===== src/common/aes_defs.svh =====
`ifndef AES_DEFS_SVH
`define AES_DEFS_SVH

// stream side word width
`define AES_WORD_W 32

// one AES block
`define AES_BLOCK_W 128

// AES-128 round count
`define AES_ROUNDS 10

// block entries per FIFO
`define AES_FIFO_DEPTH 16

`endif


===== src/common/aes_pkg.sv =====
`include "aes_defs.svh"

package aes_pkg;

	typedef logic [`AES_WORD_W-1:0] word_t;
	typedef logic [`AES_BLOCK_W-1:0] block_t;
	typedef logic [`AES_BLOCK_W-1:0] key_t;
	typedef logic [7:0] byte_t;
	typedef logic [3:0] round_t;

	// stream slave packet parser
	typedef enum logic [1:0] {
		S_CMD,
		S_KEY,
		S_IV,
		S_DATA
	} hdr_state_t;

	// block sequencer
	typedef enum logic [1:0] {
		C_IDLE,
		C_FETCH,
		C_RUN,
		C_PUSH
	} ctrl_state_t;

endpackage


===== src/common/aes_blk_if.sv =====
`timescale 1ns/1ps

// 128-bit block channel, valid/ready handshake
interface aes_blk_if import aes_pkg::*; ();

	logic   valid;
	logic   ready;
	block_t data;
	// block closes the packet
	logic   last;

	modport producer (output valid, output data, output last, input ready);

	modport consumer (input valid, input data, input last, output ready);

endinterface


===== src/hw/aes_axis_master.sv =====
`timescale 1ns/1ps

module aes_axis_master import aes_pkg::*;
(
	input  logic        axis_aclk,
	input  logic        rst_n,
	aes_blk_if.consumer blk,
	output word_t       m00_axis_tdata,
	output logic [3:0]  m00_axis_tstrb,
	output logic        m00_axis_tvalid,
	output logic        m00_axis_tlast,
	input  logic        m00_axis_tready
);

	block_t     hold;
	logic [1:0] beat;
	logic       last_r;
	logic       full;

	// take a new block only once the held one is fully sent
	assign blk.ready = !full;
	assign m00_axis_tvalid = full;
	// most significant word first
	assign m00_axis_tdata = hold[127 - 32 * beat -: 32];
	assign m00_axis_tstrb = '1;
	assign m00_axis_tlast = full && last_r && (beat == 2'd3);

	always_ff @(posedge axis_aclk or negedge rst_n)
	begin
		if (!rst_n)
		begin
			full <= 1'b0;
			beat <= '0;
			last_r <= 1'b0;
		end
		else if (blk.valid && blk.ready)
		begin
			full <= 1'b1;
			beat <= '0;
			last_r <= blk.last;
		end
		else if (m00_axis_tvalid && m00_axis_tready)
		begin
			beat <= beat + 1'b1;
			if (beat == 2'd3)
				full <= 1'b0;
		end
	end

	always_ff @(posedge axis_aclk)
	begin
		if (blk.valid && blk.ready)
			hold <= blk.data;
	end

endmodule


===== src/flat_wrapper.sv =====
// flat-port wrapper written by rule: the top's interface ports become plain ports
module aes_axis_master_flat import aes_pkg::*;
  (axis_aclk, rst_n, m00_axis_tdata, m00_axis_tstrb, m00_axis_tvalid, m00_axis_tlast, m00_axis_tready, blk_valid, blk_data, blk_last, blk_ready);
  aes_blk_if blk_i ();
  input  logic axis_aclk;
  input  logic rst_n;
  output word_t m00_axis_tdata;
  output logic [3:0] m00_axis_tstrb;
  output logic m00_axis_tvalid;
  output logic m00_axis_tlast;
  input  logic m00_axis_tready;
  input wire logic [$bits(blk_i.valid)-1:0] blk_valid;
  input wire logic [$bits(blk_i.data)-1:0] blk_data;
  input wire logic [$bits(blk_i.last)-1:0] blk_last;
  output wire logic [$bits(blk_i.ready)-1:0] blk_ready;
  assign blk_i.valid = blk_valid;
  assign blk_i.data = blk_data;
  assign blk_i.last = blk_last;
  assign blk_ready = blk_i.ready;
  aes_axis_master u_core (.axis_aclk(axis_aclk), .rst_n(rst_n), .blk(blk_i), .m00_axis_tdata(m00_axis_tdata), .m00_axis_tstrb(m00_axis_tstrb), .m00_axis_tvalid(m00_axis_tvalid), .m00_axis_tlast(m00_axis_tlast), .m00_axis_tready(m00_axis_tready));
endmodule

===== config.mk =====
export PLATFORM = sky130hd
export DESIGN_NAME = aes_axis_master_flat
export DESIGN_NICKNAME = d
export VERILOG_FILES = /design/src/common/aes_pkg.sv /design/src/common/aes_blk_if.sv /design/src/hw/aes_axis_master.sv /design/src/flat_wrapper.sv
export VERILOG_INCLUDE_DIRS = /design/src /design/src/common
export SDC_FILE = /design/constraint.sdc
export NUM_CORES = 1
export LEC_CHECK = 0
export BUFFER_PORTS_ARGS = -buffer_cell sky130_fd_sc_hd__buf_2
export CORE_MARGIN = 4
export CORE_UTILIZATION = 45
export CTS_CLUSTER_SIZE = 28
export DETAILED_ROUTE_END_ITERATION = 8
export PLACE_DENSITY = 0.83
export SETUP_SLACK_MARGIN = 0.2
export SLEW_MARGIN = 20
export SYNTH_ARGS = -nofsm -noshare
export SYNTH_HDL_FRONTEND = slang
export SYNTH_SLANG_ARGS = --single-unit
export TNS_END_PERCENT = 5

===== constraint.sdc =====
create_clock -name axis_aclk -period 6.5 [get_ports axis_aclk]
set_input_delay 0.325 -clock axis_aclk [delete_from_list [all_inputs] [get_ports axis_aclk]]
set_output_delay 0.325 -clock axis_aclk [all_outputs]
set_load 0.02 [all_outputs]

==> metrics.txt, run 1 <==
status=aborted with a tool error; Exit stage=clock tree synthesis (4_1_cts); first error=[ERROR RSZ-0060] Max buffer count reached.; Clock Sinks=approximately 130; Gate Count Post-Synth=about 190; placed inst area=roughly 5800 um2; IO Pins=around 170; register area share after synthesis=0.806; Placer Congestion=about 0.8; dominant cell type by area after synthesis=edfxtp_1; Avg Inst Size Synth=about 26 um2; Root Buffer=clkbuf_8; Post-CTS Setup Inserts=0; height of the chip=between 100 and 150 um; Post-synth top cells=edfxtp_1, mux4_2, buf_4, dfrtp_1; H-tree levels=4; synth top area cells=edfxtp_1, mux4_2, dfrtp_1; Num CTS Buffers=17; most common cell in the netlist=edfxtp_1; asr flop ratio synth=0.0303; clk buf depth=2; post-CTS sizing=0; I/O Buffers=about 170; synthesis warning total=0; Synth top area share=0.786; Starting Density=0.468; hold_buf cts=roughly 110; mapped cell area=roughly 4900 um2; top_reg_cell synth=edfxtp_1; Post-synth EDFFs=approximately 130; Yosys cell types=21; chip width=approximately 110 um; # rows=37; DP HPWL=around 6.7 mm; synthesized flop and latch total=132
==> cells by family after synthesis <==
family,share of synthesized area
flip-flops,0.806
buffers and inverters,0.0269
AND/OR/NAND/NOR,0.00511
AO/OA/AOI/OAI,0.00230
multiplexers,0.156
other,0.000767
adder cells (fa/ha/maj),0.00256
==> through the flow <==
step / hold WS (ns) / setup slack, ns / std cells / util
floorplan: 0.0294 / 1.88 / 194 / -
global placement: 0.135 / 4.01 / 488 / 0.557
detailed placement: 0.134 / 3.87 / 488 / 0.557
==> inputs of run 2 (changes only) <==
CORE_UTILIZATION = 30   (was 45)
CTS_CLUSTER_SIZE = default   (was 28)
PLACE_DENSITY = default   (was 0.83)
PLACE_DENSITY_LB_ADDON = 0.15   (was default)
SETUP_SLACK_MARGIN = default   (was 0.2)
clock period = 8.5 ns   (was 6.5 ns; I/O delays follow)
==> metrics.txt, run 2 <==
Post-Route WL=10.1 mm; dominant cell type by area after synthesis=edfxtp_1 (unchanged); asr flop ratio synth=0.0303 (unchanged); Crit Path Max Fanout=20; most common cell in the netlist=edfxtp_1 (unchanged); Post-CTS Setup Inserts=0 (unchanged); height of the chip=136 um (was 112 um); Final ANT Viol Nets=0; placed inst area=5920 um2 (was 5820 um2); # rows=46 (was 37); H-tree levels=4 (unchanged); mapped cell area=4890 um2 (unchanged); grt ovf=0; clock-pin slew on the worst setup and hold paths=about 0.060 ns; I/O Buffers=167 (unchanged); vias in the first global route=around 2800; clk_lat worst skew=between 0.4 and 0.5 ns; DRT iter0 DRCs=slightly above 100; Area Overhead vs Synth=31.9%; share of the core filled with cells=0.405; initial antenna violation count=2; pre-CTS setup slack=5.99 ns (was 3.87 ns); die area=approximately 18000 um2; register area share after synthesis=0.806 (unchanged); status=completed (was aborted with a tool error); Max IR drop VDD=0.137 mV; Final Cell Area=6450 um2; critical path arrival=between 2 and 2.5 ns; Layout Nets=505; clk buf depth=2 (unchanged); Post-synth EDFFs=128 (unchanged); Fmax=around 350 MHz; Placer Congestion=0.663 (was 0.786); routed vias/inst=about 4.2; Yosys cell types=21 (unchanged); Root Buffer=clkbuf_16 (was clkbuf_8); post-CTS sizing=0 (unchanged); FILL cells=1481; DP HPWL=6.86 mm (was 6.66 mm); core area=around 16000 um2; most frequent cells in the layout=buf_2, edfxtp_1, mux4_2, clkbuf_16; share of layout cells above drive strength 1=0.597; First-pass DRT Iterations=4; total track usage=0.113; largest net degree at the start of global routing=85; Tot Pwr=between 0.002 and 0.0025 W; Slew @ Worst Pin=around 1.1 ns; worst hold path type=primary input to flop; Post-synth top cells=edfxtp_1, mux4_2, buf_4, dfrtp_1 (unchanged); commonest non-fill, non-tap cell in the layout=buf_2; DR vias=2522; Synth top area share=0.786 (unchanged); synthesized flop and latch total=132 (unchanged); RSZ-0062 raised after global routing=false; Starting Density=0.307 (was 0.468); Slew headroom=0.297; Avg Inst Size Synth=25.6 um2 (unchanged); total power per unit cell area=313 nW/um2; synth top area cells=edfxtp_1, mux4_2, dfrtp_1 (unchanged); first-pass GRT wire length=between 10 and 15 mm; final worst slack=roughly 5.7 ns; final hold vios=0; Lkg Pwr=around 2.4 nW; critical path class=flop to output pin; register with the most flip-flops=u_core.hold; max reg flops=about 130; max-slew violations=0; chip width=136 um (was 112 um); Gate Count Post-Synth=191 (unchanged); Final period util=0.335; Num CTS Buffers=17 (unchanged); # setup viols final=0; DRC Markers=0; r2r setup slk=roughly 6.5 ns; max-cap violations=0; CP startpoint kind=flop; IO Pins=172 (unchanged); Clock Sinks=132 (unchanged); synthesis warning total=0 (unchanged); CTS tree=done; clk_skew=~0.0054 ns; TNS Setup=0 ns; top_reg_cell synth=edfxtp_1 (unchanged); DR WL/cell=around 17 um; largest registers=u_core.hold x128, u_core.beat x2; Critical Path RT=8.08 ns; Final Critical Period=between 2 and 3 ns; Crit. End Element=output pin
## run 2: cell counts after synthesis
Identical to the previous run, type by type.
## run 2: routing by layer
| layer | wire length (um) | track usage | vias to the layer above | share of wire |
|---|---|---|---|---|
| met5 | 40 | 0 | - | 0.0040 |
| met4 | 119 | 0.0386 | 4 | 0.012 |
| met2 | 5090 | 0.184 | 107 | 0.50 |
| li1 | - | - | 1164 | - |
| met1 | 3830 | 0.123 | 1230 | 0.38 |
| met3 | 1010 | 0.0672 | 17 | 0.10 |
## run 2: critical path, cell delays in order (launching register included)
cell and delay (ns):
dfrtp_2 0.71, buf_4 0.49, mux4_1 0.62, buf_2 0.18
## run 2: stage by stage
step	hold slack, ns	std cells
4_1_cts	0.156	596
3_3_place_gp	0.236	567
3_5_place_dp	0.235	567
5_1_grt	0.150	596
2_1_floorplan	0.129	194
6_report	0.184	597
## run 2: area by class of cell
type,count,area (um2),area share
timing repair buffer,171,868,0.135
multi-input combinational,47,836,0.129
sequential,132,3950,0.611
inverter,2,7.51,0.00116
clock buffer,19,433,0.0671
antenna,1,2.50,0.000388
tap,216,270,0.0419
clock inverter,9,91.3,0.0142
## run 2: logic make-up after synthesis
family,after synthesis,share of synthesized area
other,1,0.000767
muxes,35,0.156
AOI/OAI and AO/OA,2,0.00230
buffers and inverters,15,0.0269
and+or+nand+nor,5,0.00511
adders and majority gates,1,0.00256
DFF,132,0.806
## run 2: final timing paths
| kind | from | endpoint | depth (start not counted) |
|---|---|---|---|
| max in group asynchronous | rst_n | u_core.beat[0] | 2 |
| hold / removal | blk_data[61] | u_core.hold[61] | 1 |
| hold reg to reg | u_core.last_r | u_core.last_r | 1 |
| min in group asynchronous | rst_n | u_core.last_r | 2 |
| setup reg to reg | u_core.m00_axis_tvalid | u_core.last_r | 3 |
| setup / recovery | u_core.beat[0] | m00_axis_tdata[18] | 3 |
## run 2: power breakdown
| group | total [W] | internal, W | switching, W |
|---|---|---|---|
| Sequential | 0.000881 | 0.000809 | 0.0000719 |
| Clock | 0.000664 | 0.000418 | 0.000245 |
| Combinational | 0.000473 | 0.000222 | 0.000251 |
## run 2: repair_timing
item,CTS,global route
endpoints found under the hold margin,4,0
setup endpoints to repair,0,0
hold buffers,1,0
(Power assumes the default switching activity.)
==> inputs of run 3 (changes only) <==
clock period = 2.4 ns   (was 8.5 ns; I/O delays follow)
==> metrics.txt, run 3 <==
synth top area cells=edfxtp_1, mux4_2, dfrtp_1 (unchanged); Post-CTS Setup Inserts=0 (unchanged); mapped cell area=4890 um2 (unchanged); chip width=136 um (unchanged); Post-synth top cells=edfxtp_1, mux4_2, buf_4, dfrtp_1 (unchanged); Placer Congestion=0.688 (was 0.663); synthesized flop and latch total=132 (unchanged); post-CTS sizing=0 (unchanged); clk buf depth=2 (unchanged); synthesis warning total=0 (unchanged); dpl cells=570 (was 567); register area share after synthesis=0.806 (unchanged); Gate Count Post-Synth=191 (unchanged); status=aborted with a tool error (was completed); first error=[ERROR RSZ-0060] Max buffer count reached.; top_reg_cell synth=edfxtp_1 (unchanged); hold_buf cts=121 (was 1); Yosys cell types=21 (unchanged); Starting Density=0.307 (unchanged); Post-synth EDFFs=128 (unchanged); pre-CTS setup slack=0.655 ns (was 5.99 ns); H-tree levels=4 (unchanged); asr flop ratio synth=0.0303 (unchanged); Clock Sinks=132 (unchanged); # rows=46 (unchanged); Avg Inst Size Synth=25.6 um2 (unchanged); dominant cell type by area after synthesis=edfxtp_1 (unchanged); I/O Buffers=167 (unchanged); DP HPWL=7.38 mm (was 6.86 mm); most common cell in the netlist=edfxtp_1 (unchanged); height of the chip=136 um (unchanged); placed inst area=5980 um2 (was 5920 um2); Exit stage=clock tree synthesis (4_1_cts); Num CTS Buffers=17 (unchanged); Synth top area share=0.786 (unchanged); IO Pins=172 (unchanged); Root Buffer=clkbuf_16 (unchanged)
==> run 3: logic make-up after synthesis <==
family,synth area share
multiplexers,0.156
other,0.000767
buffers and inverters,0.0269
flip-flops,0.806
adder cells (fa/ha/maj),0.00256
AO/OA/AOI/OAI,0.00230
AND/OR/NAND/NOR,0.00511
==> run 3: through the flow <==
step,TNS (ns),util
after floorplan,-70.08,-
after global placement,0,0.375
after detailed placement,0,0.375
