--- config.mk ---
export PLATFORM = sky130hd
export DESIGN_NAME = aes_axis_slave_flat
export DESIGN_NICKNAME = d
export VERILOG_FILES = /design/src/common/aes_pkg.sv /design/src/common/aes_blk_if.sv /design/src/common/aes_hdr_if.sv /design/src/hw/aes_axis_slave.sv /design/src/flat_wrapper.sv
export VERILOG_INCLUDE_DIRS = /design/src /design/src/common
export SDC_FILE = /design/constraint.sdc
export NUM_CORES = 1
export LEC_CHECK = 0
export BUFFER_PORTS_ARGS = -buffer_cell sky130_fd_sc_hd__buf_2
export CAP_MARGIN = 20
export CORE_MARGIN = 1
export CORE_UTILIZATION = 46
export DETAILED_ROUTE_END_ITERATION = 16
export GPL_ROUTABILITY_DRIVEN = 0
export MAX_ROUTING_LAYER = met4
export PLACE_DENSITY_LB_ADDON = 0.08
export SYNTH_ARGS = -nofsm -noshare
export SYNTH_HDL_FRONTEND = slang
export SYNTH_SLANG_ARGS = --single-unit
--- constraint.sdc ---
create_clock -name axis_aclk -period 4.15 [get_ports axis_aclk]
set_clock_uncertainty 0.2 [all_clocks]
set_input_delay 0.6225 -clock axis_aclk [delete_from_list [all_inputs] [get_ports axis_aclk]]
set_output_delay 0.6225 -clock axis_aclk [all_outputs]
set_load 0.01 [all_outputs]
--- src/common/aes_defs.svh ---
`ifndef AES_DEFS_SVH
`define AES_DEFS_SVH

// stream side word width
`define AES_WORD_W 32

// one AES block
`define AES_BLOCK_W 128

// AES-128 round count
`define AES_ROUNDS 10

// block entries per FIFO
`define AES_FIFO_DEPTH 16

`endif

--- src/common/aes_pkg.sv ---
`include "aes_defs.svh"

package aes_pkg;

	typedef logic [`AES_WORD_W-1:0] word_t;
	typedef logic [`AES_BLOCK_W-1:0] block_t;
	typedef logic [`AES_BLOCK_W-1:0] key_t;
	typedef logic [7:0] byte_t;
	typedef logic [3:0] round_t;

	// stream slave packet parser
	typedef enum logic [1:0] {
		S_CMD,
		S_KEY,
		S_IV,
		S_DATA
	} hdr_state_t;

	// block sequencer
	typedef enum logic [1:0] {
		C_IDLE,
		C_FETCH,
		C_RUN,
		C_PUSH
	} ctrl_state_t;

endpackage

--- src/common/aes_blk_if.sv ---
`timescale 1ns/1ps

// 128-bit block channel, valid/ready handshake
interface aes_blk_if import aes_pkg::*; ();

	logic   valid;
	logic   ready;
	block_t data;
	// block closes the packet
	logic   last;

	modport producer (output valid, output data, output last, input ready);

	modport consumer (input valid, input data, input last, output ready);

endinterface

--- src/common/aes_hdr_if.sv ---
`timescale 1ns/1ps

// packet header from stream slave to controller
interface aes_hdr_if import aes_pkg::*; ();

	logic   valid;
	logic   cbc;
	key_t   key;
	block_t iv;
	// packet still in flight
	logic   busy;

	modport src (output valid, output cbc, output key, output iv, input busy);

	modport snk (input valid, input cbc, input key, input iv, output busy);

endinterface

--- src/hw/aes_axis_slave.sv ---
`timescale 1ns/1ps

module aes_axis_slave import aes_pkg::*;
(
	input  logic        axis_aclk,
	input  logic        rst_n,
	input  word_t       s00_axis_tdata,
	// byte strobes are accepted and not used
	input  logic [3:0]  s00_axis_tstrb,
	input  logic        s00_axis_tvalid,
	input  logic        s00_axis_tlast,
	output logic        s00_axis_tready,
	aes_hdr_if.src      hdr,
	aes_blk_if.producer blk
);

	hdr_state_t  state;
	logic [1:0]  word_cnt;
	logic        rdy_en;
	logic [95:0] data_sr;
	logic        accept;

	// stall on a full input FIFO, and hold a new command until the old packet drains
	assign s00_axis_tready = rdy_en && !(blk.valid && !blk.ready) && !(state == S_CMD && hdr.busy);
	assign accept = s00_axis_tvalid && s00_axis_tready;

	// ======================================================================
	// parser state
	always_ff @(posedge axis_aclk or negedge rst_n)
	begin
		if (!rst_n)
		begin
			state <= S_CMD;
			word_cnt <= '0;
			rdy_en <= 1'b0;
			hdr.valid <= 1'b0;
			blk.valid <= 1'b0;
			blk.last <= 1'b0;
		end
		else
		begin
			rdy_en <= 1'b1;
			hdr.valid <= 1'b0;
			if (blk.valid && blk.ready)
				blk.valid <= 1'b0;
			if (accept)
			begin
				case (state)
				S_CMD:
				begin
					word_cnt <= '0;
					state <= S_KEY;
				end
				S_KEY:
				begin
					word_cnt <= word_cnt + 1'b1;
					if (word_cnt == 2'd3)
						state <= S_IV;
				end
				S_IV:
				begin
					word_cnt <= word_cnt + 1'b1;
					if (word_cnt == 2'd3)
					begin
						hdr.valid <= 1'b1;
						state <= S_DATA;
					end
				end
				default:
				begin
					word_cnt <= word_cnt + 1'b1;
					if (word_cnt == 2'd3)
					begin
						blk.valid <= 1'b1;
						blk.last <= s00_axis_tlast;
					end
					if (s00_axis_tlast)
						state <= S_CMD;
				end
				endcase
			end
		end
	end

	// ======================================================================
	// header and payload shift registers, first word lands in the top bits
	always_ff @(posedge axis_aclk)
	begin
		if (accept)
		begin
			case (state)
			S_CMD:
				hdr.cbc <= s00_axis_tdata[0];
			S_KEY:
				hdr.key <= {hdr.key[95:0], s00_axis_tdata};
			S_IV:
				hdr.iv <= {hdr.iv[95:0], s00_axis_tdata};
			default:
			begin
				data_sr <= {data_sr[63:0], s00_axis_tdata};
				if (word_cnt == 2'd3)
					blk.data <= {data_sr, s00_axis_tdata};
			end
			endcase
		end
	end

	// a packet may only end inside its payload
	a_tlast_in_data: assert property (@(posedge axis_aclk) disable iff (!rst_n)
		accept && s00_axis_tlast |-> state == S_DATA);

endmodule

--- src/flat_wrapper.sv ---
// flat-port wrapper written by rule: the top's interface ports become plain ports
module aes_axis_slave_flat import aes_pkg::*;
  (axis_aclk, rst_n, s00_axis_tdata, s00_axis_tstrb, s00_axis_tvalid, s00_axis_tlast, s00_axis_tready, hdr_valid, hdr_cbc, hdr_key, hdr_iv, hdr_busy, blk_valid, blk_data, blk_last, blk_ready);
  aes_hdr_if hdr_i ();
  aes_blk_if blk_i ();
  input  logic axis_aclk;
  input  logic rst_n;
  input  word_t s00_axis_tdata;
  input  logic [3:0] s00_axis_tstrb;
  input  logic s00_axis_tvalid;
  input  logic s00_axis_tlast;
  output logic s00_axis_tready;
  output wire logic [$bits(hdr_i.valid)-1:0] hdr_valid;
  output wire logic [$bits(hdr_i.cbc)-1:0] hdr_cbc;
  output wire logic [$bits(hdr_i.key)-1:0] hdr_key;
  output wire logic [$bits(hdr_i.iv)-1:0] hdr_iv;
  input wire logic [$bits(hdr_i.busy)-1:0] hdr_busy;
  output wire logic [$bits(blk_i.valid)-1:0] blk_valid;
  output wire logic [$bits(blk_i.data)-1:0] blk_data;
  output wire logic [$bits(blk_i.last)-1:0] blk_last;
  input wire logic [$bits(blk_i.ready)-1:0] blk_ready;
  assign hdr_valid = hdr_i.valid;
  assign hdr_cbc = hdr_i.cbc;
  assign hdr_key = hdr_i.key;
  assign hdr_iv = hdr_i.iv;
  assign hdr_i.busy = hdr_busy;
  assign blk_valid = blk_i.valid;
  assign blk_data = blk_i.data;
  assign blk_last = blk_i.last;
  assign blk_i.ready = blk_ready;
  aes_axis_slave u_core (.axis_aclk(axis_aclk), .rst_n(rst_n), .s00_axis_tdata(s00_axis_tdata), .s00_axis_tstrb(s00_axis_tstrb), .s00_axis_tvalid(s00_axis_tvalid), .s00_axis_tlast(s00_axis_tlast), .s00_axis_tready(s00_axis_tready), .hdr(hdr_i), .blk(blk_i));
endmodule
==> metrics.csv <==
stage;metric;value;unit
outcome;outcome;completed;
synthesis;syn-cell-area;0.01491;mm2
routing;antenna_viol_nets_final;0;
placement;hpwl;18410;um
synthesis;synth-edff-count;481;
synthesis;postSynthCellCount;523;
timing;grt_setup_unrepaired;no;
timing;timing.setup.tns;0;ps
cells_and_area;number_of_nets_in_the_layout;1053;
synthesis;synth_warnings;0;
timing;timing_worst_slew_pin_value;766.2;ps
synthesis;post_synth.cell_area_avg;28.51;um2
cts;ctsResizeCount;0;
grt;grt_overflow;0;
synthesis;synth_sequential_area_ratio;98.20;%
flow_run;max_cap_viol_count;0;
cts;cts_tree;yes;
timing;post-route-worst-setup-slack;1391;ps
timing;timing.final.crit_share;66.49;%
pwr;total_power;10.92;mW
synthesis;fraction_of_post_synthesis_cell_area_in_the_top_cell_type_by_area;96.86;%
routing;average_wire_per_cell_in_the_routed_design;19.62;um
routing;drt-vias-per-instance;4.727;
die;fp.coreArea;0.03172;mm2
synthesis;async_flop_share;1.636;%
die;floorplan.die.width;182.0;um
routing;drt-pass1-iter-count;7;
routing;route.vias.total;6830;
synthesis;synthTopCellsByArea;sky130_fd_sc_hd__edfxtp_1 (97%), sky130_fd_sc_hd__dfrtp_1 (1.3%), sky130_fd_sc_hd__ha_1 (0.42%);
synthesis;synth_flop_cell;sky130_fd_sc_hd__edfxtp_1;
synthesis;synth.largest_area_cell;sky130_fd_sc_hd__edfxtp_1;
cts;numClockSinks;489;
synthesis;yosys-top-cells-count;sky130_fd_sc_hd__edfxtp_1 (481), sky130_fd_sc_hd__dfrtp_1 (8), sky130_fd_sc_hd__ha_1 (5);
cts;root_buffer;sky130_fd_sc_hd__clkbuf_16;
timing;final_critical_path_time_including_i_o_delays_and_setup;2760;ps
routing;route.detailed.drc;0;
grt;first_global_vias;6682;
cts;worstSkewPairLatency;530;ps
timing;fin_hold_ws;105.8;ps
worst_setup_path;cp_data_required_time;4120;ps
worst_setup_path;timing.critical_path.to_type;flop;
worst_setup_path;timing.critical_path.fanout_max;68;
die;die_height;182.0;um
cts;clkSlewWorstSetupHoldPaths;60;ps
placement;place_worst_setup_slack;1415;ps
die;placement_rows;65;
pwr;max-vdd-ir-drop;0.0004065;V
min_path;min_delay_worst_type;in2reg;
timing;timing.final.setup_violations;0;
grt;track_usage;17.20;%
synthesis;synth_most_common_cell;sky130_fd_sc_hd__edfxtp_1;
routing;detailedRoute.firstIterationViolations;356;
worst_setup_path;setup.worst_path.start_class;flop;
cells_and_area;flow.area_growth_from_synthesis;28.65;%
synthesis;ys_seq_elements;489;
timing;timing_limited_maximum_frequency;362.4;MHz
pwr;seqPwrFrac;55.0;%
worst_setup_path;worstSetupPathType;reg2reg;
cts;cts_max_path_buffers;3;
timing;hold_violations;0;
die;design.die.area;0.03314;mm2
synthesis;netlist-cell-type-count;19;
timing;timing.max_slew.rel_slack;48.92;%
pwr;power.internal;8.581;mW
pwr;comb_power_share;6.8;%
grt;grt_antenna_before_repair;1;
placement;port-buffer-count;426;
timing;timing_max_transition_violations_final;0;
grt;grt_max_degree;129;
die;floorplan.initialDensity;47.01;%
cts;htree_levels;2;
placement;place_inst;1357;
routing;totalWireLength;28360;um
pwr;total_switching_power;2.337;mW
synthesis;total_nets_after_synthesis;570;
pwr;power.share.switching;21.40;%
worst_setup_path;cp.arrival;2730;ps
cells_and_area;layoutNonFillerInstCount;1445;
grt;grt_pass1_wl;40930;um
pwr;power_density;569.1;mW/mm2
cells_and_area;drive_gt1_share;49.42;%
cts;numCtsBuffers;48;
die;num_ports;431;
pwr;clock_power_share;38.2;%
pwr;p_leak;7.062;nW
-- final cells by class --
class / count / area (um2)
timing repair buffer: 434 / 2245
fill: 2366 / 12530
clock buffer: 56 / 1252
multi-input combinational: 29 / 245.2
clock inverter: 30 / 274.0
tap: 402 / 503.0
sequential: 489 / 14640
antenna: 1 / 2.502
inverter: 4 / 18.77
-- cell families after synthesis --
family	synth area share [%]
AOI/OAI and AO/OA	0.2265
buffers and inverters	0.1762
and+or+nand+nor	0.6293
adders and majority gates	0.4195
muxes	0.3188
other	0.02515
DFF	98.20
-- cell usage in the layout (no fill, tap or decap), drive strengths merged, types with 2 or more instances in the layout --
master / Yosys / final
buf: 1 / 433
clkinvlp: 0 / 5
bufinv: 0 / 5
o21ai: 3 / 3
nand2: 2 / 2
clkinv: 0 / 21
and2: 4 / 4
ha: 5 / 5
edfxtp: 481 / 481
dfrtp: 8 / 8
inv: 4 / 3
mux2: 3 / 3
and3: 2 / 2
nor2: 3 / 3
clkbuf: 0 / 56
-- layer usage --
layer / vias to the layer above / global-route usage (%) / share of wire, %
li1: 3090 / - / -
met1: 3405 / 20.61 / 39
met2: 289 / 27.83 / 50
met3: 46 / 6.017 / 9.1
met4: 0 / 4.605 / 1.8
met5: - / - / 0
-- registers in the layout, summed over array words and instances, names as in the netlist --
| signal | count |
|---|---|
| u_core.blk.last | 1 |
| u_core.hdr.valid | 1 |
| u_core.blk.valid | 1 |
| u_core.word_cnt | 2 |
| u_core.hdr.cbc | 1 |
| u_core.hdr.key | 128 |
| u_core.rdy_en | 1 |
| u_core.hdr.iv | 128 |
| u_core.state | 2 |
| u_core.blk.data | 128 |
| u_core.data_sr | 96 |
-- path summary, 6_finish.rpt --
path | startpoint | endpoint | slack [ps] | cells past startpoint
setup / recovery | u_core.state[0]$_DFFE_PN0P_ | u_core.hdr.iv[10]$_DFFE_PP_ | 1390 | 6
hold / removal | s00_axis_tdata[11] | u_core.hdr.key[11]$_DFFE_PP_ | 110 | 1
setup reg to reg | u_core.state[0]$_DFFE_PN0P_ | u_core.hdr.iv[10]$_DFFE_PP_ | 1390 | 6
hold reg to reg | u_core.data_sr[91]$_DFFE_PP_ | u_core.blk.data[123]$_DFFE_PP_ | 210 | 0
max in group asynchronous | rst_n | u_core.word_cnt[0]$_DFFE_PN0P_ | 3300 | 2
min in group asynchronous | rst_n | u_core.word_cnt[1]$_DFFE_PN0P_ | 260 | 2
-- critical path: stages, from the launching register on --
cell and delay [ps]:
sky130_fd_sc_hd__dfrtp_1 370, sky130_fd_sc_hd__inv_1 90, sky130_fd_sc_hd__ha_1 280, sky130_fd_sc_hd__nand2_1 110
sky130_fd_sc_hd__and4_4 290, sky130_fd_sc_hd__and2_4 520, sky130_fd_sc_hd__buf_12 350
-- power groups by stage --
stage                     Clock, mW  Sequential, mW  Combinational, mW
after floorplan                   0            6.23              0.239
after global placement            0            6.09              0.753
after detailed placement          0            6.11              0.756
after CTS                      4.28            6.01              0.760
after global routing           4.48            6.04              0.800
final                          4.17            6.01              0.740
-- what timing repair did --
action                                 CTS  global route
endpoints found under the hold margin    8             0
hold buffers                             1             0
buffers inserted                         0             0
-- stage by stage --
| stage | instance area, um2 | util [%] |
|---|---|---|
| after floorplan | 14920 | - |
| after global placement | 17650 | 55.63 |
| after detailed placement | 17650 | 55.63 |
| after CTS | 19180 | 60.48 |
| after global routing | 19180 | 60.49 |
| final | 19180 | 60.49 |
Power figures use the tool's default switching activity.
