==> config.mk <==
export PLATFORM = sky130hd
export DESIGN_NAME = aes_block_fifo_flat
export DESIGN_NICKNAME = d
export VERILOG_FILES = /design/src/common/aes_pkg.sv /design/src/common/aes_blk_if.sv /design/src/hw/aes_block_fifo.sv /design/src/flat_wrapper.sv
export VERILOG_INCLUDE_DIRS = /design/src /design/src/common
export SDC_FILE = /design/constraint.sdc
export NUM_CORES = 2
export LEC_CHECK = 0
export BUFFER_PORTS_ARGS = -buffer_cell sky130_fd_sc_hd__buf_2
export CORE_ASPECT_RATIO = 1.4
export CORE_UTILIZATION = 60
export CTS_BUF_LIST = sky130_fd_sc_hd__clkbuf_4
export DETAILED_ROUTE_END_ITERATION = 10
export HOLD_SLACK_MARGIN = 0.06
export PLACE_DENSITY = 0.87
export SLEW_MARGIN = 40
export SYNTH_ARGS = -nofsm -noshare
export SYNTH_HDL_FRONTEND = slang
export SYNTH_SLANG_ARGS = --single-unit
==> constraint.sdc <==
create_clock -name axis_aclk -period 32.2 [get_ports axis_aclk]
set_clock_uncertainty 0.15 [all_clocks]
set_input_delay 3.22 -clock axis_aclk [delete_from_list [all_inputs] [get_ports axis_aclk]]
set_output_delay 3.22 -clock axis_aclk [all_outputs]
set_load 0.1 [all_outputs]
==> src/common/aes_defs.svh <==
`ifndef AES_DEFS_SVH
`define AES_DEFS_SVH

// stream side word width
`define AES_WORD_W 32

// one AES block
`define AES_BLOCK_W 128

// AES-128 round count
`define AES_ROUNDS 10

// block entries per FIFO
`define AES_FIFO_DEPTH 16

`endif

==> src/common/aes_pkg.sv <==
`include "aes_defs.svh"

package aes_pkg;

	typedef logic [`AES_WORD_W-1:0] word_t;
	typedef logic [`AES_BLOCK_W-1:0] block_t;
	typedef logic [`AES_BLOCK_W-1:0] key_t;
	typedef logic [7:0] byte_t;
	typedef logic [3:0] round_t;

	// stream slave packet parser
	typedef enum logic [1:0] {
		S_CMD,
		S_KEY,
		S_IV,
		S_DATA
	} hdr_state_t;

	// block sequencer
	typedef enum logic [1:0] {
		C_IDLE,
		C_FETCH,
		C_RUN,
		C_PUSH
	} ctrl_state_t;

endpackage

==> src/common/aes_blk_if.sv <==
`timescale 1ns/1ps

// 128-bit block channel, valid/ready handshake
interface aes_blk_if import aes_pkg::*; ();

	logic   valid;
	logic   ready;
	block_t data;
	// block closes the packet
	logic   last;

	modport producer (output valid, output data, output last, input ready);

	modport consumer (input valid, input data, input last, output ready);

endinterface

==> src/hw/aes_block_fifo.sv <==
`timescale 1ns/1ps
`include "aes_defs.svh"

module aes_block_fifo import aes_pkg::*;
#(
	parameter int DEPTH = `AES_FIFO_DEPTH
)
(
	input  logic        axis_aclk,
	input  logic        rst_n,
	aes_blk_if.consumer wr,
	aes_blk_if.producer rd
);

	localparam int PTR_W = $clog2(DEPTH);

	block_t           mem_data [DEPTH];
	logic             mem_last [DEPTH];
	logic [PTR_W-1:0] wr_ptr;
	logic [PTR_W-1:0] rd_ptr;
	logic [PTR_W:0]   count;
	logic             push;
	logic             pop;

	assign wr.ready = (count != (PTR_W+1)'(DEPTH));
	assign rd.valid = (count != '0);
	assign rd.data = mem_data[rd_ptr];
	assign rd.last = mem_last[rd_ptr];
	assign push = wr.valid && wr.ready;
	assign pop = rd.valid && rd.ready;

	always_ff @(posedge axis_aclk)
	begin
		if (push)
		begin
			mem_data[wr_ptr] <= wr.data;
			mem_last[wr_ptr] <= wr.last;
		end
	end

	// pointers wrap at DEPTH, which need not be a power of two
	always_ff @(posedge axis_aclk or negedge rst_n)
	begin
		if (!rst_n)
		begin
			wr_ptr <= '0;
			rd_ptr <= '0;
			count <= '0;
		end
		else
		begin
			if (push)
				wr_ptr <= (wr_ptr == PTR_W'(DEPTH - 1)) ? '0 : wr_ptr + 1'b1;
			if (pop)
				rd_ptr <= (rd_ptr == PTR_W'(DEPTH - 1)) ? '0 : rd_ptr + 1'b1;
			count <= count + push - pop;
		end
	end

	a_no_overflow: assert property (@(posedge axis_aclk) disable iff (!rst_n)
		count <= DEPTH);

endmodule

==> src/flat_wrapper.sv <==
// flat-port wrapper written by rule: the top's interface ports become plain ports
module aes_block_fifo_flat import aes_pkg::*;
#(
	parameter int DEPTH = `AES_FIFO_DEPTH
)
  (axis_aclk, rst_n, wr_valid, wr_data, wr_last, wr_ready, rd_valid, rd_data, rd_last, rd_ready);
  aes_blk_if wr_i ();
  aes_blk_if rd_i ();
  input  logic axis_aclk;
  input  logic rst_n;
  input wire logic [$bits(wr_i.valid)-1:0] wr_valid;
  input wire logic [$bits(wr_i.data)-1:0] wr_data;
  input wire logic [$bits(wr_i.last)-1:0] wr_last;
  output wire logic [$bits(wr_i.ready)-1:0] wr_ready;
  output wire logic [$bits(rd_i.valid)-1:0] rd_valid;
  output wire logic [$bits(rd_i.data)-1:0] rd_data;
  output wire logic [$bits(rd_i.last)-1:0] rd_last;
  input wire logic [$bits(rd_i.ready)-1:0] rd_ready;
  assign wr_i.valid = wr_valid;
  assign wr_i.data = wr_data;
  assign wr_i.last = wr_last;
  assign wr_ready = wr_i.ready;
  assign rd_valid = rd_i.valid;
  assign rd_data = rd_i.data;
  assign rd_last = rd_i.last;
  assign rd_i.ready = rd_ready;
  aes_block_fifo #(.DEPTH(DEPTH)) u_core (.axis_aclk(axis_aclk), .rst_n(rst_n), .wr(wr_i), .rd(rd_i));
endmodule
==> impl_metrics.prom <==
# TYPE chip_impl_metric gauge
chip_impl_metric{name="fin_crit_sh",unit=""} 0.313
chip_impl_info{name="layout_common_cells",value="sky130_fd_sc_hd__edfxtp_1, sky130_fd_sc_hd__clkbuf_4, sky130_fd_sc_hd__mux2i_1"} 1
chip_impl_metric{name="finalWorstSetupSlack",unit="ns"} 22.13
chip_impl_metric{name="drtAntennaViolNets",unit=""} 0
chip_impl_metric{name="post_cts_buffers",unit=""} 0
chip_impl_metric{name="area_share_of_the_largest_cell_type_after_synthesis",unit=""} 0.769
chip_impl_info{name="critPathKind",value="flip-flop to output pin"} 1
chip_impl_info{name="cts_tree",value="done"} 1
chip_impl_metric{name="grt_util_all_layers",unit=""} 0.278
chip_impl_metric{name="global_route_wire_length_before_repair",unit="um"} 274000
chip_impl_metric{name="cts_resized",unit=""} 0
chip_impl_metric{name="area_delta_synth_final",unit="%"} 11.1
chip_impl_metric{name="post-layout-total-power",unit="uW"} 9000
chip_impl_metric{name="drive_above_1_share",unit=""} 0.310
chip_impl_metric{name="hold-path-cell-count",unit=""} 2
chip_impl_metric{name="total_of_flip_flops_plus_latches_after_synthesis",unit=""} 2077
chip_impl_metric{name="path_max_fanout",unit=""} 61
chip_impl_metric{name="dieHeight",unit="um"} 436
chip_impl_metric{name="dr.first_iter.drc_count",unit=""} 4561
chip_impl_metric{name="design.final.nets",unit=""} 4524
chip_impl_metric{name="syn-instance-count",unit=""} 3796
chip_impl_metric{name="syn-cell-area",unit="mm2"} 0.0806
chip_impl_metric{name="first_global_vias",unit=""} 44100
chip_impl_metric{name="timing.critical_path.arrival",unit="ns"} 6.70
chip_impl_metric{name="die-width",unit="um"} 312
chip_impl_info{name="min_path_type",value="flip-flop to flip-flop"} 1
chip_impl_metric{name="clkLatencyLatePin",unit="ns"} 1.35
chip_impl_metric{name="synth-edff-count",unit=""} 2064
chip_impl_metric{name="static_power_due_to_leakage",unit="uW"} 0.0304
chip_impl_metric{name="cts-root-to-sink-buffers",unit=""} 4
chip_impl_metric{name="r2r_slack",unit="ns"} 27.88
chip_impl_info{name="cts.root.buffer_cell",value="sky130_fd_sc_hd__clkbuf_4"} 1
chip_impl_metric{name="hpwlAfterDp",unit="um"} 96000
chip_impl_metric{name="final_count_of_hold_timing_violations",unit=""} 0
chip_impl_metric{name="floorplan.io_pins",unit=""} 264
chip_impl_metric{name="setup_viol",unit=""} 0
chip_impl_metric{name="post_cts_hold_buffer_count",unit=""} 0
chip_impl_info{name="hp-start",value="u_core.count[3]"} 1
chip_impl_info{name="timing.critical_path.from_type",value="flip-flop"} 1
chip_impl_metric{name="power_per_cell_area",unit="mW/mm2"} 100
chip_impl_metric{name="ys_seq_area_frac",unit=""} 0.773
chip_impl_info{name="postSynth.topFlopCell",value="sky130_fd_sc_hd__edfxtp_1"} 1
chip_impl_metric{name="fp.coreArea",unit="mm2"} 0.133
chip_impl_metric{name="vdd_drop_max",unit="mV"} 0.170
chip_impl_info{name="outcome",value="finished, final reports clean"} 1
chip_impl_metric{name="dr_wl_met3",unit="um"} 17000
chip_impl_metric{name="drt_pass1_iterations",unit=""} 6
chip_impl_metric{name="slew-limit-headroom",unit=""} 0.401
chip_impl_metric{name="maxCapViolCount",unit=""} 0
chip_impl_metric{name="wl_per_cell",unit="um"} 29.1
chip_impl_metric{name="hold_ws",unit="ns"} 0.452
chip_impl_metric{name="asyncSetResetFlopFracSynth",unit=""} 0.00626
chip_impl_metric{name="core.rowCount",unit=""} 158
chip_impl_metric{name="antenna_found_initial",unit=""} 45
chip_impl_metric{name="path_clk_slew",unit="ns"} 0.07
chip_impl_metric{name="grt_start_max_net_pins",unit=""} 103
chip_impl_info{name="setup.worst_path.end_class",value="output pin"} 1
chip_impl_metric{name="syn_nets",unit=""} 3941
chip_impl_metric{name="starting_density_of_the_core",unit=""} 0.607
chip_impl_metric{name="post-route-drc-count",unit=""} 0
chip_impl_metric{name="htreeDepth",unit=""} 5
chip_impl_metric{name="worst-r2r-cell-count",unit=""} 7
chip_impl_metric{name="period_minus_slack",unit="ns"} 10.07
chip_impl_metric{name="cts_made_buffers",unit=""} 458
chip_impl_metric{name="ys_warn_count",unit=""} 0
chip_impl_metric{name="grt-ovfl-total",unit=""} 0
chip_impl_info{name="r2r_start",value="u_core.count[2]"} 1
chip_impl_metric{name="detail_route.wirelength.met1",unit="um"} 64900
chip_impl_metric{name="postLayoutCellArea",unit="mm2"} 0.0896
chip_impl_info{name="post_synth_main_area_contributors",value="sky130_fd_sc_hd__edfxtp_1, sky130_fd_sc_hd__mux4_2, sky130_fd_sc_hd__mux2i_1"} 1
chip_impl_metric{name="detail_route.wirelength",unit="um"} 189000
chip_impl_metric{name="worst-slew-pin-transition",unit="ns"} 0.898
chip_impl_metric{name="aggregate_negative_setup_slack",unit="ns"} 0
chip_impl_metric{name="routed-via-count",unit=""} 42100
chip_impl_metric{name="dpl-instance-area",unit="mm2"} 0.0839
chip_impl_metric{name="die_area",unit="mm2"} 0.136
chip_impl_info{name="yosysTopAreaCell",value="sky130_fd_sc_hd__edfxtp_1"} 1
chip_impl_metric{name="clock_sink_count",unit=""} 2077
chip_impl_metric{name="globalplace.congestion",unit=""} 0.764
chip_impl_metric{name="met2WireLength",unit="um"} 97100
chip_impl_info{name="whs_endpoint",value="u_core.count[4]"} 1
chip_impl_metric{name="detail_route.vias_per_cell",unit=""} 6.49
chip_impl_metric{name="timing.final.max_slew_violations",unit=""} 0
chip_impl_info{name="layout.cells.most_common",value="sky130_fd_sc_hd__edfxtp_1"} 1
chip_impl_metric{name="io_port_bufs",unit=""} 263
chip_impl_info{name="reg2reg_to",value="u_core.mem_data[9][116]"} 1
chip_impl_metric{name="critical_path_required",unit="ns"} 28.83
chip_impl_info{name="rsz0062_at_grt",value="no"} 1
chip_impl_metric{name="synth.avg_cell_area",unit="um2"} 21.2
chip_impl_info{name="highest_layer",value="met5"} 1
chip_impl_metric{name="ys_types",unit=""} 41
chip_impl_metric{name="preCtsSetupSlack",unit="ns"} 23.52
chip_impl_metric{name="fmaxAchievable",unit="GHz"} 0.0993
## routing by layer
layer | up-vias | track usage
met2 | 2708 | 0.469
met1 | 21300 | 0.329
met4 | 30 | 0.162
met3 | 522 | 0.0608
li1 | 17500 | -
met5 | - | 0
## cell type report
type | instances | area, um2
Timing Repair Buffer | 345 | 2500
Sequential cell | 2077 | 62300
Multi-Input combinational cell | 1485 | 16900
Clock inverter | 143 | 717
Inverter | 12 | 57.6
Antenna cell | 35 | 87.6
Clock buffer | 632 | 4740
Tap cell | 1760 | 2200
Fill cell | 8000 | 43300
## logic make-up (layout without fill, tap and decap cells)
logic type,count (synthesis),count (layout),share of synthesized area
simple gates,163,163,0.00868
buf+inv,234,1132,0.0178
xor+xnor,6,6,0.000652
fa+ha+maj,12,12,0.00196
other cells,0,35,0
flops,2077,2077,0.773
mux,776,776,0.136
compound gates,528,528,0.0613
## critical path: stages (launching register included)
cell and delay (ns):
sky130_fd_sc_hd__dfrtp_4 0.94, sky130_fd_sc_hd__buf_4 0.75, sky130_fd_sc_hd__buf_6 0.62, sky130_fd_sc_hd__buf_6 0.69, sky130_fd_sc_hd__buf_6 0.68, sky130_fd_sc_hd__mux2i_1 0.16
sky130_fd_sc_hd__a221oi_1 0.44, sky130_fd_sc_hd__o21ai_0 0.20, sky130_fd_sc_hd__nand2_1 0.21, sky130_fd_sc_hd__buf_2 0.46
## synth_stat cells (2+ instances only)
| cell | number |
|---|---|
| sky130_fd_sc_hd__a21o_1 | 2 |
| sky130_fd_sc_hd__a21oi_1 | 3 |
| sky130_fd_sc_hd__a221oi_1 | 100 |
| sky130_fd_sc_hd__a221oi_2 | 158 |
| sky130_fd_sc_hd__a22oi_1 | 129 |
| sky130_fd_sc_hd__and2_1 | 4 |
| sky130_fd_sc_hd__and3_1 | 7 |
| sky130_fd_sc_hd__and4_1 | 3 |
| sky130_fd_sc_hd__buf_1 | 11 |
| sky130_fd_sc_hd__buf_2 | 58 |
| sky130_fd_sc_hd__buf_4 | 43 |
| sky130_fd_sc_hd__buf_6 | 40 |
| sky130_fd_sc_hd__clkbuf_1 | 65 |
| sky130_fd_sc_hd__clkbuf_4 | 5 |
| sky130_fd_sc_hd__dfrtp_1 | 13 |
| sky130_fd_sc_hd__edfxtp_1 | 2064 |
| sky130_fd_sc_hd__ha_1 | 11 |
| sky130_fd_sc_hd__inv_1 | 12 |
| sky130_fd_sc_hd__mux2_2 | 2 |
| sky130_fd_sc_hd__mux2i_1 | 516 |
| sky130_fd_sc_hd__mux4_2 | 258 |
| sky130_fd_sc_hd__nand2_1 | 134 |
| sky130_fd_sc_hd__nand3_1 | 4 |
| sky130_fd_sc_hd__nor2_1 | 2 |
| sky130_fd_sc_hd__nor2b_1 | 2 |
| sky130_fd_sc_hd__o21ai_0 | 84 |
| sky130_fd_sc_hd__o21ai_1 | 48 |
| sky130_fd_sc_hd__xnor2_1 | 4 |
| sky130_fd_sc_hd__xor2_1 | 2 |
## flip-flops by register name, summed over array words and instances (netlist names)
| name | flops |
|---|---|
| u_core.mem_data | 2048 |
| u_core.mem_last | 16 |
| u_core.count | 5 |
| u_core.rd_ptr | 4 |
| u_core.wr_ptr | 4 |
## where the power goes
group	switching (uW)	internal (uW)	leakage [uW]
clock	964	944	0.00326
combinational	2780	983	0.00838
sequential	98.9	3230	0.0188
total	3850	5150	0.0304
## per-stage QoR
stage | util | instances
floorplan | - | 3796
global placement | 0.628 | 5657
detailed placement | 0.632 | 5675
CTS | 0.673 | 6450
global route | 0.674 | 6474
finish | 0.674 | 6489
## worst max path at each step
| stage | start | to | slack [ns] | cells past startpoint |
|---|---|---|---|---|
| 2_1_floorplan | wr_valid | u_core.mem_data[7][0] | 18.21 | 4 |
| 3_3_place_gp | u_core.rd_ptr[0] | rd_data[100] | 22.84 | 9 |
| 3_5_place_dp | u_core.rd_ptr[0] | rd_data[100] | 23.52 | 9 |
| 4_1_cts | u_core.rd_ptr[0] | rd_data[73] | 21.99 | 9 |
| 5_1_grt | u_core.rd_ptr[0] | rd_data[73] | 21.68 | 9 |
| 6_report | u_core.rd_ptr[0] | rd_data[73] | 22.13 | 9 |
(Power assumes the default switching activity.)
